<file path="src/rtl/ocl_dec_consts.svh">
/*
 * OCL decoder constants
 * Slot map, acknowledge timeout and the data word returned for
 * unmapped or timed-out reads
 */
`ifndef OCL_DEC_CONSTS_SVH
`define OCL_DEC_CONSTS_SVH

// Number of decoded 256-byte slots
`define OCL_NUM_SLOTS 4

// Lowest address bit of the slot number
`define OCL_SLOT_LSB 8

// Cycles to wait for a target acknowledge
`define OCL_ACK_TIMEOUT 16

// Read data for unmapped slots and timeouts
`define OCL_UNMAPPED_DATA 32'hdead_beef

`endif

</file>
<file path="src/rtl/ocl_axil_pkg.sv">
/*
 * AXI-Lite channel types
 * Payloads of the five AXI-Lite channels and the response code
 */
package ocl_axil_pkg;

  // Response codes, only the two the decoder returns
  typedef enum logic [1:0] {
    OKAY   = 2'd0,
    SLVERR = 2'd2
  } axil_resp_t;

  // AW and AR payload
  typedef logic [31:0] axil_addr_t;

  typedef struct packed {
    logic [31:0] data;
    logic [3:0]  strb;
  } axil_w_t;

  typedef struct packed {
    axil_resp_t resp;
  } axil_b_t;

  typedef struct packed {
    logic [31:0] data;
    axil_resp_t  resp;
  } axil_r_t;

endpackage

</file>
<file path="src/rtl/ocl_cfg_pkg.sv">
/*
 * Configuration bus types
 * Data words and byte enables of the configuration bus, plus the
 * states of the transaction state machine
 */
package ocl_cfg_pkg;

  // Data word on the configuration bus
  typedef logic [31:0] cfg_word_t;

  // One enable bit per byte lane
  typedef logic [3:0] cfg_strb_t;

  // ------------------------------
  // Decoder states
  // ------------------------------
  typedef enum logic [1:0] {
    SLV_IDLE    = 2'd0,
    SLV_WR_ADDR = 2'd1,
    SLV_CYC     = 2'd2,
    SLV_RESP    = 2'd3
  } slv_state_t;

endpackage

</file>
<file path="src/rtl/cfg_bus_if.sv">
/*
 * Configuration bus
 * One-cycle wr or rd strobe from the decoder, answered later by a
 * one-cycle ack from the register block with rdata valid alongside
 */
`timescale 1ns/1ps

interface cfg_bus_if;
  import ocl_axil_pkg::*;
  import ocl_cfg_pkg::*;

  axil_addr_t addr;
  cfg_word_t  wdata;
  cfg_strb_t  wstrb;
  logic       wr;
  logic       rd;
  logic       ack;
  cfg_word_t  rdata;

  // Decoder side
  modport master (
    output addr, wdata, wstrb, wr, rd,
    input  ack, rdata
  );

  // Register block side
  modport slave (
    input  addr, wdata, wstrb, wr, rd,
    output ack, rdata
  );

endinterface

</file>
<file path="src/rtl/axil_chan_slice.sv">
/*
 * AXI-Lite channel register slice
 * Two-entry skid buffer, registered on both sides, full throughput
 */
`timescale 1ns/1ps

module axil_chan_slice #(
  parameter type payload_t = logic [31:0]
) (
  input  logic     clk,
  input  logic     sync_rst_n,
  input  payload_t in_data,
  input  logic     in_valid,
  output logic     in_ready,
  output payload_t out_data,
  output logic     out_valid,
  input  logic     out_ready
);

  payload_t skid_data;
  logic     skid_valid;
  logic     skid_valid_nxt;
  logic     main_load;
  logic     in_xfer;

  // Main entry may take a new item when empty or draining
  assign main_load = out_ready || !out_valid;
  assign in_xfer   = in_valid && in_ready;

  always_comb
  begin
    skid_valid_nxt = skid_valid;
    if (main_load)
      skid_valid_nxt = 1'b0;
    else if (in_xfer)
      skid_valid_nxt = 1'b1;
  end

  always_ff @(posedge clk)
    if (!sync_rst_n)
    begin
      out_valid  <= 1'b0;
      skid_valid <= 1'b0;
      in_ready   <= 1'b0;
    end
    else
    begin
      skid_valid <= skid_valid_nxt;
      in_ready   <= !skid_valid_nxt;
      if (main_load)
        out_valid <= skid_valid || in_xfer;
    end

  // Skid entry drains first, keeps order
  always_ff @(posedge clk)
  begin
    if (main_load)
      out_data <= skid_valid ? skid_data : in_data;
    if (!main_load && in_xfer)
      skid_data <= in_data;
  end

endmodule

</file>
<file path="src/rtl/ocl_slv_fsm.sv">
/*
 * OCL transaction state machine
 * Serves one AXI-Lite access at a time, write first. Decodes the slot
 * from the address, sends a single strobe on that slot's configuration
 * bus and builds the B or R response, with SLVERR on a timeout.
 */
`timescale 1ns/1ps
`include "ocl_dec_consts.svh"

module ocl_slv_fsm (
  input  logic                     clk,
  input  logic                     sync_rst_n,
  input  logic                     flr,
  input  ocl_axil_pkg::axil_addr_t aw_addr,
  input  logic                     aw_valid,
  output logic                     aw_ready,
  input  ocl_axil_pkg::axil_w_t    w_data,
  input  logic                     w_valid,
  output logic                     w_ready,
  input  ocl_axil_pkg::axil_addr_t ar_addr,
  input  logic                     ar_valid,
  output logic                     ar_ready,
  output ocl_axil_pkg::axil_b_t    b_data,
  output logic                     b_valid,
  input  logic                     b_ready,
  output ocl_axil_pkg::axil_r_t    r_data,
  output logic                     r_valid,
  input  logic                     r_ready,
  output logic                     tmr_start,
  output logic                     tmr_clear,
  input  logic                     tmr_expired,
  cfg_bus_if.master                slot0,
  cfg_bus_if.master                slot1
);
  import ocl_axil_pkg::*;
  import ocl_cfg_pkg::*;

  localparam int NUM_MAPPED = 2;
  localparam int SEL_W      = 4;
  localparam int IDX_W      = $clog2(`OCL_NUM_SLOTS);

  slv_state_t            slv_state;
  slv_state_t            slv_state_nxt;
  logic                  slv_cyc_wr;
  axil_addr_t            slv_addr;
  logic [SEL_W-1:0]      slv_sel;
  logic [IDX_W-1:0]      slot_idx;
  logic                  sel_hit;
  logic                  req_valid;
  logic                  did_req;
  logic                  strobe_go;
  logic                  cyc_done;
  logic                  cyc_end;
  logic                  rsp_ready;
  logic [NUM_MAPPED-1:0] strb_wr;
  logic [NUM_MAPPED-1:0] strb_rd;
  logic [`OCL_NUM_SLOTS-1:0] slot_ack;
  cfg_word_t             slot_rdata [`OCL_NUM_SLOTS];
  logic                  tgt_ack;
  cfg_word_t             tgt_rdata;
  axil_resp_t            rsp_q;
  cfg_word_t             rdata_q;
  axil_addr_t            bus_addr;
  cfg_word_t             bus_wdata;
  cfg_strb_t             bus_wstrb;

  // ------------------------------
  // Decode
  // ------------------------------
  assign slv_sel   = slv_addr[`OCL_SLOT_LSB +: SEL_W];
  assign slot_idx  = slv_sel[IDX_W-1:0];
  assign sel_hit   = (slv_sel < `OCL_NUM_SLOTS);
  assign req_valid = slv_cyc_wr ? w_valid : 1'b1;
  assign rsp_ready = slv_cyc_wr ? b_ready : r_ready;

  // Slots without a block answer at once
  always_comb
  begin
    slot_ack = '1;
    for (int i = 0; i < `OCL_NUM_SLOTS; i++)
      slot_rdata[i] = `OCL_UNMAPPED_DATA;
    slot_ack[0]   = slot0.ack;
    slot_rdata[0] = slot0.rdata;
    slot_ack[1]   = slot1.ack;
    slot_rdata[1] = slot1.rdata;
  end

  assign tgt_ack   = sel_hit ? slot_ack[slot_idx] : 1'b1;
  assign tgt_rdata = sel_hit ? slot_rdata[slot_idx] : `OCL_UNMAPPED_DATA;
  assign cyc_done  = (slv_state == SLV_CYC) && req_valid && (tgt_ack || tmr_expired);
  assign cyc_end   = cyc_done && !flr;

  always_comb
  begin
    slv_state_nxt = slv_state;
    if (flr)
      slv_state_nxt = SLV_IDLE;
    else
    begin
      case (slv_state)
        SLV_IDLE:
        begin
          if (aw_valid)
            slv_state_nxt = SLV_WR_ADDR;
          else if (ar_valid)
            slv_state_nxt = SLV_CYC;
        end
        SLV_WR_ADDR: slv_state_nxt = SLV_CYC;
        SLV_CYC:
        begin
          if (cyc_done)
            slv_state_nxt = SLV_RESP;
        end
        SLV_RESP:
        begin
          if (rsp_ready)
            slv_state_nxt = SLV_IDLE;
        end
        default: slv_state_nxt = SLV_IDLE;
      endcase
    end
  end

  always_ff @(posedge clk)
    if (!sync_rst_n)
    begin
      slv_state  <= SLV_IDLE;
      slv_cyc_wr <= 1'b0;
    end
    else
    begin
      slv_state <= slv_state_nxt;
      if (slv_state == SLV_IDLE)
        slv_cyc_wr <= aw_valid;
    end

  // Winning address, write side first
  always_ff @(posedge clk)
    if (slv_state == SLV_IDLE)
      slv_addr <= aw_valid ? aw_addr : ar_addr;

  // ------------------------------
  // Strobes
  // ------------------------------
  assign strobe_go = (slv_state == SLV_CYC) && req_valid && !did_req && !flr;

  always_ff @(posedge clk)
    if (!sync_rst_n)
      did_req <= 1'b0;
    else if (slv_state == SLV_IDLE)
      did_req <= 1'b0;
    else if (strobe_go)
      did_req <= 1'b1;

  always_ff @(posedge clk)
    if (!sync_rst_n)
    begin
      strb_wr <= '0;
      strb_rd <= '0;
    end
    else
    begin
      for (int i = 0; i < NUM_MAPPED; i++)
      begin
        strb_wr[i] <= strobe_go && slv_cyc_wr && (slv_sel == i);
        strb_rd[i] <= strobe_go && !slv_cyc_wr && (slv_sel == i);
      end
    end

  always_ff @(posedge clk)
    if (strobe_go)
    begin
      bus_addr  <= slv_addr;
      bus_wdata <= w_data.data;
      bus_wstrb <= w_data.strb;
    end

  assign tmr_start = |{strb_wr, strb_rd};
  assign tmr_clear = cyc_done || flr;

  // ------------------------------
  // Handshakes and response
  // ------------------------------
  always_ff @(posedge clk)
    if (!sync_rst_n)
    begin
      aw_ready <= 1'b0;
      w_ready  <= 1'b0;
      ar_ready <= 1'b0;
    end
    else
    begin
      aw_ready <= (slv_state_nxt == SLV_WR_ADDR);
      w_ready  <= cyc_end && slv_cyc_wr;
      ar_ready <= cyc_end && !slv_cyc_wr;
    end

  // An ack in the expiry cycle still counts
  always_ff @(posedge clk)
    if (cyc_done)
    begin
      rsp_q   <= tgt_ack ? OKAY : SLVERR;
      rdata_q <= tgt_ack ? tgt_rdata : `OCL_UNMAPPED_DATA;
    end

  assign b_data.resp = rsp_q;
  assign b_valid     = (slv_state == SLV_RESP) && slv_cyc_wr;
  assign r_data.data = rdata_q;
  assign r_data.resp = rsp_q;
  assign r_valid     = (slv_state == SLV_RESP) && !slv_cyc_wr;

  assign slot0.addr  = bus_addr;
  assign slot0.wdata = bus_wdata;
  assign slot0.wstrb = bus_wstrb;
  assign slot0.wr    = strb_wr[0];
  assign slot0.rd    = strb_rd[0];
  assign slot1.addr  = bus_addr;
  assign slot1.wdata = bus_wdata;
  assign slot1.wstrb = bus_wstrb;
  assign slot1.wr    = strb_wr[1];
  assign slot1.rd    = strb_rd[1];

endmodule

</file>
<file path="src/rtl/ocl_ack_timer.sv">
/*
 * Acknowledge timer
 * Counts from the cycle after a strobe and flags a target that has
 * not answered within the timeout
 */
`timescale 1ns/1ps
`include "ocl_dec_consts.svh"

module ocl_ack_timer (
  input  logic clk,
  input  logic sync_rst_n,
  input  logic start,
  input  logic clear,
  output logic expired
);

  localparam int CW = $clog2(`OCL_ACK_TIMEOUT + 1);

  logic [CW-1:0] cnt;
  logic          armed;

  always_ff @(posedge clk)
    if (!sync_rst_n)
    begin
      armed   <= 1'b0;
      cnt     <= '0;
      expired <= 1'b0;
    end
    else if (clear)
    begin
      armed   <= 1'b0;
      cnt     <= '0;
      expired <= 1'b0;
    end
    else if (start)
    begin
      armed <= 1'b1;
      cnt   <= '0;
    end
    // Saturates at the timeout, expired holds until clear
    else if (armed && (cnt != CW'(`OCL_ACK_TIMEOUT)))
    begin
      cnt <= cnt + 1'b1;
      if (cnt == CW'(`OCL_ACK_TIMEOUT - 1))
        expired <= 1'b1;
    end

endmodule

</file>
<file path="src/rtl/cfg_scratch_regs.sv">
/*
 * Scratch register block
 * Three byte-writable scratch words and a read-only identity word on a
 * configuration bus, acknowledged ACK_DELAY cycles after the strobe
 */
`timescale 1ns/1ps

module cfg_scratch_regs #(
  parameter int                    ACK_DELAY = 0,
  parameter ocl_cfg_pkg::cfg_word_t BLOCK_ID  = '0
) (
  input  logic     clk,
  input  logic     sync_rst_n,
  cfg_bus_if.slave cfg
);
  import ocl_cfg_pkg::*;

  localparam int NUM_SCRATCH = 3;
  localparam int DW          = (ACK_DELAY < 2) ? 1 : $clog2(ACK_DELAY + 1);

  cfg_word_t     scratch [NUM_SCRATCH];
  logic [1:0]    reg_idx;
  logic          reg_hit;
  logic          strobe_hit;
  logic          pend;
  logic [DW-1:0] dly_cnt;

  // Offsets 0x10 and up never answer
  assign reg_idx    = cfg.addr[3:2];
  assign reg_hit    = (cfg.addr[7:4] == 4'h0);
  assign strobe_hit = reg_hit && (cfg.wr || cfg.rd);

  always_ff @(posedge clk)
    if (!sync_rst_n)
      scratch <= '{default: '0};
    else if (cfg.wr && reg_hit)
    begin
      for (int r = 0; r < NUM_SCRATCH; r++)
        for (int b = 0; b < 4; b++)
          if ((reg_idx == r) && cfg.wstrb[b])
            scratch[r][8*b +: 8] <= cfg.wdata[8*b +: 8];
    end

  always_comb
  begin
    case (reg_idx)
      2'd0:    cfg.rdata = scratch[0];
      2'd1:    cfg.rdata = scratch[1];
      2'd2:    cfg.rdata = scratch[2];
      default: cfg.rdata = BLOCK_ID;
    endcase
  end

  // ------------------------------
  // Acknowledge delay
  // ------------------------------
  always_ff @(posedge clk)
    if (!sync_rst_n)
    begin
      pend    <= 1'b0;
      dly_cnt <= '0;
    end
    else if (strobe_hit && (ACK_DELAY != 0))
    begin
      pend    <= 1'b1;
      dly_cnt <= DW'(ACK_DELAY);
    end
    else if (pend)
    begin
      dly_cnt <= dly_cnt - 1'b1;
      if (dly_cnt == DW'(1))
        pend <= 1'b0;
    end

  // Zero delay answers in the strobe cycle
  assign cfg.ack = (ACK_DELAY == 0) ? strobe_hit : (pend && (dly_cnt == DW'(1)));

endmodule

</file>
<file path="src/rtl/ocl_dec_top.sv">
/*
 * OCL register-access decoder
 * AXI-Lite slave with a register slice on every channel, a transaction
 * state machine, an acknowledge timer and two scratch register blocks
 * in slots 0 and 1
 */
`timescale 1ns/1ps

module ocl_dec_top (
  input  logic                     clk,
  input  logic                     sync_rst_n,
  input  logic                     flr,
  input  ocl_axil_pkg::axil_addr_t s_awaddr,
  input  logic                     s_awvalid,
  output logic                     s_awready,
  input  logic [31:0]              s_wdata,
  input  logic [3:0]               s_wstrb,
  input  logic                     s_wvalid,
  output logic                     s_wready,
  output ocl_axil_pkg::axil_resp_t s_bresp,
  output logic                     s_bvalid,
  input  logic                     s_bready,
  input  ocl_axil_pkg::axil_addr_t s_araddr,
  input  logic                     s_arvalid,
  output logic                     s_arready,
  output logic [31:0]              s_rdata,
  output ocl_axil_pkg::axil_resp_t s_rresp,
  output logic                     s_rvalid,
  input  logic                     s_rready
);
  import ocl_axil_pkg::*;

  axil_addr_t aw_q_addr;
  logic       aw_q_valid;
  logic       aw_q_ready;
  axil_w_t    w_in;
  axil_w_t    w_q;
  logic       w_q_valid;
  logic       w_q_ready;
  axil_addr_t ar_q_addr;
  logic       ar_q_valid;
  logic       ar_q_ready;
  axil_b_t    b_d;
  axil_b_t    b_s;
  logic       b_d_valid;
  logic       b_d_ready;
  axil_r_t    r_d;
  axil_r_t    r_s;
  logic       r_d_valid;
  logic       r_d_ready;
  logic       tmr_start;
  logic       tmr_clear;
  logic       tmr_expired;

  cfg_bus_if slot0_bus ();
  cfg_bus_if slot1_bus ();

  assign w_in.data = s_wdata;
  assign w_in.strb = s_wstrb;
  assign s_bresp   = b_s.resp;
  assign s_rdata   = r_s.data;
  assign s_rresp   = r_s.resp;

  // ------------------------------
  // Channel slices
  // ------------------------------
  axil_chan_slice #(.payload_t(axil_addr_t)) aw_slc (
    .clk(clk), .sync_rst_n(sync_rst_n),
    .in_data(s_awaddr), .in_valid(s_awvalid), .in_ready(s_awready),
    .out_data(aw_q_addr), .out_valid(aw_q_valid), .out_ready(aw_q_ready)
  );

  axil_chan_slice #(.payload_t(axil_w_t)) w_slc (
    .clk(clk), .sync_rst_n(sync_rst_n),
    .in_data(w_in), .in_valid(s_wvalid), .in_ready(s_wready),
    .out_data(w_q), .out_valid(w_q_valid), .out_ready(w_q_ready)
  );

  axil_chan_slice #(.payload_t(axil_addr_t)) ar_slc (
    .clk(clk), .sync_rst_n(sync_rst_n),
    .in_data(s_araddr), .in_valid(s_arvalid), .in_ready(s_arready),
    .out_data(ar_q_addr), .out_valid(ar_q_valid), .out_ready(ar_q_ready)
  );

  axil_chan_slice #(.payload_t(axil_b_t)) b_slc (
    .clk(clk), .sync_rst_n(sync_rst_n),
    .in_data(b_d), .in_valid(b_d_valid), .in_ready(b_d_ready),
    .out_data(b_s), .out_valid(s_bvalid), .out_ready(s_bready)
  );

  axil_chan_slice #(.payload_t(axil_r_t)) r_slc (
    .clk(clk), .sync_rst_n(sync_rst_n),
    .in_data(r_d), .in_valid(r_d_valid), .in_ready(r_d_ready),
    .out_data(r_s), .out_valid(s_rvalid), .out_ready(s_rready)
  );

  // ------------------------------
  // Decoder core
  // ------------------------------
  ocl_slv_fsm slv_fsm (
    .clk(clk), .sync_rst_n(sync_rst_n), .flr(flr),
    .aw_addr(aw_q_addr), .aw_valid(aw_q_valid), .aw_ready(aw_q_ready),
    .w_data(w_q), .w_valid(w_q_valid), .w_ready(w_q_ready),
    .ar_addr(ar_q_addr), .ar_valid(ar_q_valid), .ar_ready(ar_q_ready),
    .b_data(b_d), .b_valid(b_d_valid), .b_ready(b_d_ready),
    .r_data(r_d), .r_valid(r_d_valid), .r_ready(r_d_ready),
    .tmr_start(tmr_start), .tmr_clear(tmr_clear), .tmr_expired(tmr_expired),
    .slot0(slot0_bus.master), .slot1(slot1_bus.master)
  );

  ocl_ack_timer ack_tmr (
    .clk(clk), .sync_rst_n(sync_rst_n),
    .start(tmr_start), .clear(tmr_clear), .expired(tmr_expired)
  );

  // Slot 1 answers three cycles after slot 0
  cfg_scratch_regs #(.ACK_DELAY(0), .BLOCK_ID(32'h0cf6_0000)) slot0_regs (
    .clk(clk), .sync_rst_n(sync_rst_n), .cfg(slot0_bus.slave)
  );

  cfg_scratch_regs #(.ACK_DELAY(3), .BLOCK_ID(32'h0cf6_0001)) slot1_regs (
    .clk(clk), .sync_rst_n(sync_rst_n), .cfg(slot1_bus.slave)
  );

endmodule

</file>
<file path="config.mk">
export PLATFORM = sky130hd
export DESIGN_NAME = ocl_dec_top
export DESIGN_NICKNAME = d
export VERILOG_FILES = /design/src/rtl/ocl_axil_pkg.sv /design/src/rtl/ocl_cfg_pkg.sv /design/src/rtl/cfg_bus_if.sv /design/src/rtl/axil_chan_slice.sv /design/src/rtl/ocl_slv_fsm.sv /design/src/rtl/ocl_ack_timer.sv /design/src/rtl/cfg_scratch_regs.sv /design/src/rtl/ocl_dec_top.sv
export VERILOG_INCLUDE_DIRS = /design/src /design/src/rtl
export SDC_FILE = /design/constraint.sdc
export NUM_CORES = 1
export LEC_CHECK = 0
export ABC_AREA = 1
export BUFFER_PORTS_ARGS = -buffer_cell sky130_fd_sc_hd__buf_4
export CORE_MARGIN = 8
export CORE_UTILIZATION = 40
export CTS_BUF_LIST = sky130_fd_sc_hd__clkbuf_4 sky130_fd_sc_hd__clkbuf_8
export DETAILED_ROUTE_END_ITERATION = 8
export GPL_ROUTABILITY_DRIVEN = 0
export PLACE_DENSITY_LB_ADDON = 0.15
export SLEW_MARGIN = 10
export SYNTH_ARGS = -nofsm -noshare
export SYNTH_HDL_FRONTEND = slang
export SYNTH_SLANG_ARGS = --single-unit
</file>
<file path="constraint.sdc">
create_clock -name clk -period 4.1 [get_ports clk]
set_input_delay 0.615 -clock clk [delete_from_list [all_inputs] [get_ports clk]]
set_output_delay 0.615 -clock clk [all_outputs]
set_load 0.02 [all_outputs]
</file>
==> results.json <==
{
  "max_slew_margin_pct": 30.1,
  "r2r_setup_slack_ps": 1390,
  "antenna_found_initial": 1,
  "area_delta_synth_final_pct": 15.8,
  "grt_use_total_pct": 16.7,
  "critPathMaxStageDelay_ps": 510,
  "post_cts_buffers": 0,
  "grt.met3_usage_pct": 3.36,
  "avgSynthCellArea_um2": 9.82,
  "syn_area_mm2": 0.0190,
  "drt_iter0_drc": 1211,
  "fin_crit_ps": 2710,
  "synth_top_area_cell": "edfxtp_1",
  "leakage_nw": 7.93,
  "instances_no_fill": 2731,
  "start_util_pct": 40.2,
  "grtUsageMet1_pct": 23.8,
  "required_ps": 4410,
  "ctsHoldBuffers": 0,
  "ir_drop_mv": 0.310,
  "tightest_slew_ps": 1040,
  "cts_resized": 0,
  "die-area_mm2": 0.0548,
  "ctsHtreeMaxLevel": 3,
  "cp_max_fo": 25,
  "firstDrtPassIters": 6,
  "cp.arrival_ps": 3020,
  "cts_root_buffer": "clkbuf_8",
  "slowest_stage": "inv_2",
  "gr-total-overflow": 0,
  "ys_top_cells_by_area": "edfxtp_1 (42%), dfxtp_1 (24%), nand2_1 (11%), a21oi_1 (6.0%), nand3_1 (3.6%)",
  "placementRows": 80,
  "synth_most_common_cell": "nand2_1",
  "holdCritStartpoint": "s_araddr[6]",
  "synth_common_cells": "nand2_1 (566), edfxtp_1 (265), a21oi_1 (228), dfxtp_1 (228), nand3_1 (135)",
  "ys.flop_type": "edfxtp_1",
  "yosys.area.top_type_share_pct": 41.8,
  "slew_violations": 0,
  "placed_cells": 2579,
  "cts_max_path_buffers": 3,
  "fin_nets": 2159,
  "max_cap_violations": 0,
  "wire_per_inst_um": 16.7,
  "io_buffers": 102,
  "post-dp-hpwl_um": 28800,
  "cts_buffers": 81,
  "clock_latency_ps": 640,
  "fill_cells": 4521,
  "outcome": "completed",
  "dpl_worst_slack_ps": 1340,
  "wirelength_um": 45700,
  "fin_crit_sh_pct": 66.0,
  "drive_gt1_share_pct": 14.2,
  "io_pins": 149,
  "grt_setup_unrepaired": "false",
  "grt_pass1_wl_um": 72300,
  "finalPower_mw": 10.3,
  "num_vias": 13712,
  "r2r-start": "slv_fsm.slv_addr[8]",
  "max_freq_ghz": 0.369,
  "synth-seq-cells": 493,
  "vias_per_cell": 5.02,
  "ys_async_sr_fraction_pct": 0,
  "die_w_um": 234,
  "r2r-end": "slv_fsm.rdata_q[6]",
  "tns_ps": 0,
  "fin_ws_ps": 1390,
  "die_height_um": 234,
  "setup_viol_count_final": 0,
  "clkTransAtPathRegs_ps": 60,
  "drc": 0,
  "top_usage_layer": "met2",
  "clock_sinks": 493,
  "holdPathStages": 1,
  "grt_max_degree": 87,
  "coreArea_mm2": 0.0473,
  "ys_warn_count": 0,
  "critPathLaunchType": "register",
  "endpoint_kind": "register",
  "syn_inst": 1937,
  "hold_violations": 0,
  "synth-edff-count": 265,
  "cp-startpoint": "slv_fsm.slv_addr[8]",
  "rr_worst_depth": 9,
  "gr-usage-met2_pct": 24.7,
  "grt_pass1_vias": 13287,
  "hold_path_class": "in2reg",
  "hold_end": "ar_slc.skid_data[6]",
  "cts_tree": "yes",
  "crit_top_cell": "nand2_1",
  "skew_ps": 28.5,
  "power_density_mw_per_mm2": 467,
  "yosysSeqAreaShare_pct": 65.8,
  "synthDistinctLibCells": 34,
  "critical_path.cell_chain": "inv_2, nor2_1, nand2_1, nand2_1, nor2_1, nand2_1, buf_4, inv_1, o211ai_1",
  "criticalPathCategory": "reg2reg",
  "ant_nets": 0
}
cells by family after synthesis:
kind of cell | share of synthesized area [%]
other cells | 0.0197
flops | 65.8
simple gates | 17.4
fa+ha+maj | 0.263
compound gates | 11.2
xor+xnor | 0.138
buf+inv | 5.14
layout make-up:
| cell class | count | area, um^2 | share of cell area [%] |
|---|---|---|---|
| Sequential cell | 493 | 12500 | 56.8 |
| Multi-Input combinational cell | 1206 | 5550 | 25.2 |
| Clock buffer | 135 | 1600 | 7.27 |
| Timing Repair Buffer | 133 | 998 | 4.53 |
| Tap cell | 615 | 769 | 3.49 |
| Inverter | 132 | 497 | 2.25 |
| Clock inverter | 16 | 98.8 | 0.449 |
| Antenna cell | 1 | 2.50 | 0.0114 |
state kept, by name, summed over array words and instances (netlist names), 6 cells and up:
name	count
slot0_regs.scratch	96
slot1_regs.scratch	96
w_slc.out_data	36
w_slc.skid_data	36
r_slc.out_data	33
r_slc.skid_data	33
slv_fsm.rdata_q	32
slv_fsm.slot0.wdata	32
ar_slc.out_data	10
ar_slc.skid_data	10
aw_slc.out_data	10
aw_slc.skid_data	10
slv_fsm.slv_addr	10
slv_fsm.slot0.addr	6
cell usage in the layout (no fill, tap or decap), types with 4 or more instances in the layout:
cell type  count
clkinv_2       5
clkinv_1      12
nand2_1      566
a221oi_1      15
inv_2          5
nand3_1      135
o21ai_0      109
clkbuf_4      41
buf_4        133
nor2_1        66
nor2_4        11
o211ai_1       7
o2111ai_1      4
ha_1           4
o221ai_1      14
dfxtp_1      228
edfxtp_1     265
o22ai_1       13
a21oi_1      228
nand4_1       10
nor3_1         5
clkbuf_8      94
inv_1        123
nor2_2         5
power by group:
part / leakage (nW) / switching [mW] / internal, mW
clock network: 0.909 / 1.90 / 2.52
logic: 2.64 / 0.330 / 0.138
registers: 4.39 / 0.0543 / 5.35
total: 7.93 / 2.28 / 8.01
per-layer routing:
layer | share of wire [%] | up-vias | wire length, um
met5 | 0 | - | 0
met3 | 6.3 | 76 | 2880
met2 | 43 | 398 | 19800
met1 | 48 | 6427 | 22000
li1 | - | 6811 | -
met4 | 2.2 | 0 | 1000
worst max path at each step:
stage,endpoint,slack [ps],cells after the start
6_report,slv_fsm.rdata_q[6],1390,9
5_1_grt,slot1_regs.scratch[87],1180,8
4_1_cts,slv_fsm.rdata_q[6],1420,9
3_5_place_dp,slot0_regs.scratch[80],1340,5
3_3_place_gp,slot0_regs.scratch[20],1360,5
2_1_floorplan,r_slc.skid_data[10],880,3
critical path: cells and delay by family, from the launching register on:
kind	cells	cell delay, ps
AOI/OAI and AO/OA	1	210
DFF	1	400
and+or+nand+nor	5	680
buffers and inverters	3	1100
stage by stage:
| step | hold WS, ps | util, % | area [um^2] |
|---|---|---|---|
| detailed placement | 405 | 42.9 | 20300 |
| CTS | 111 | 46.5 | 22000 |
| floorplan | 400 | - | 19000 |
| global route | 130 | 46.5 | 22000 |
| global placement | 402 | 42.9 | 20300 |
| finish | 177 | 46.5 | 22000 |
Power figures use the tool's default switching activity.
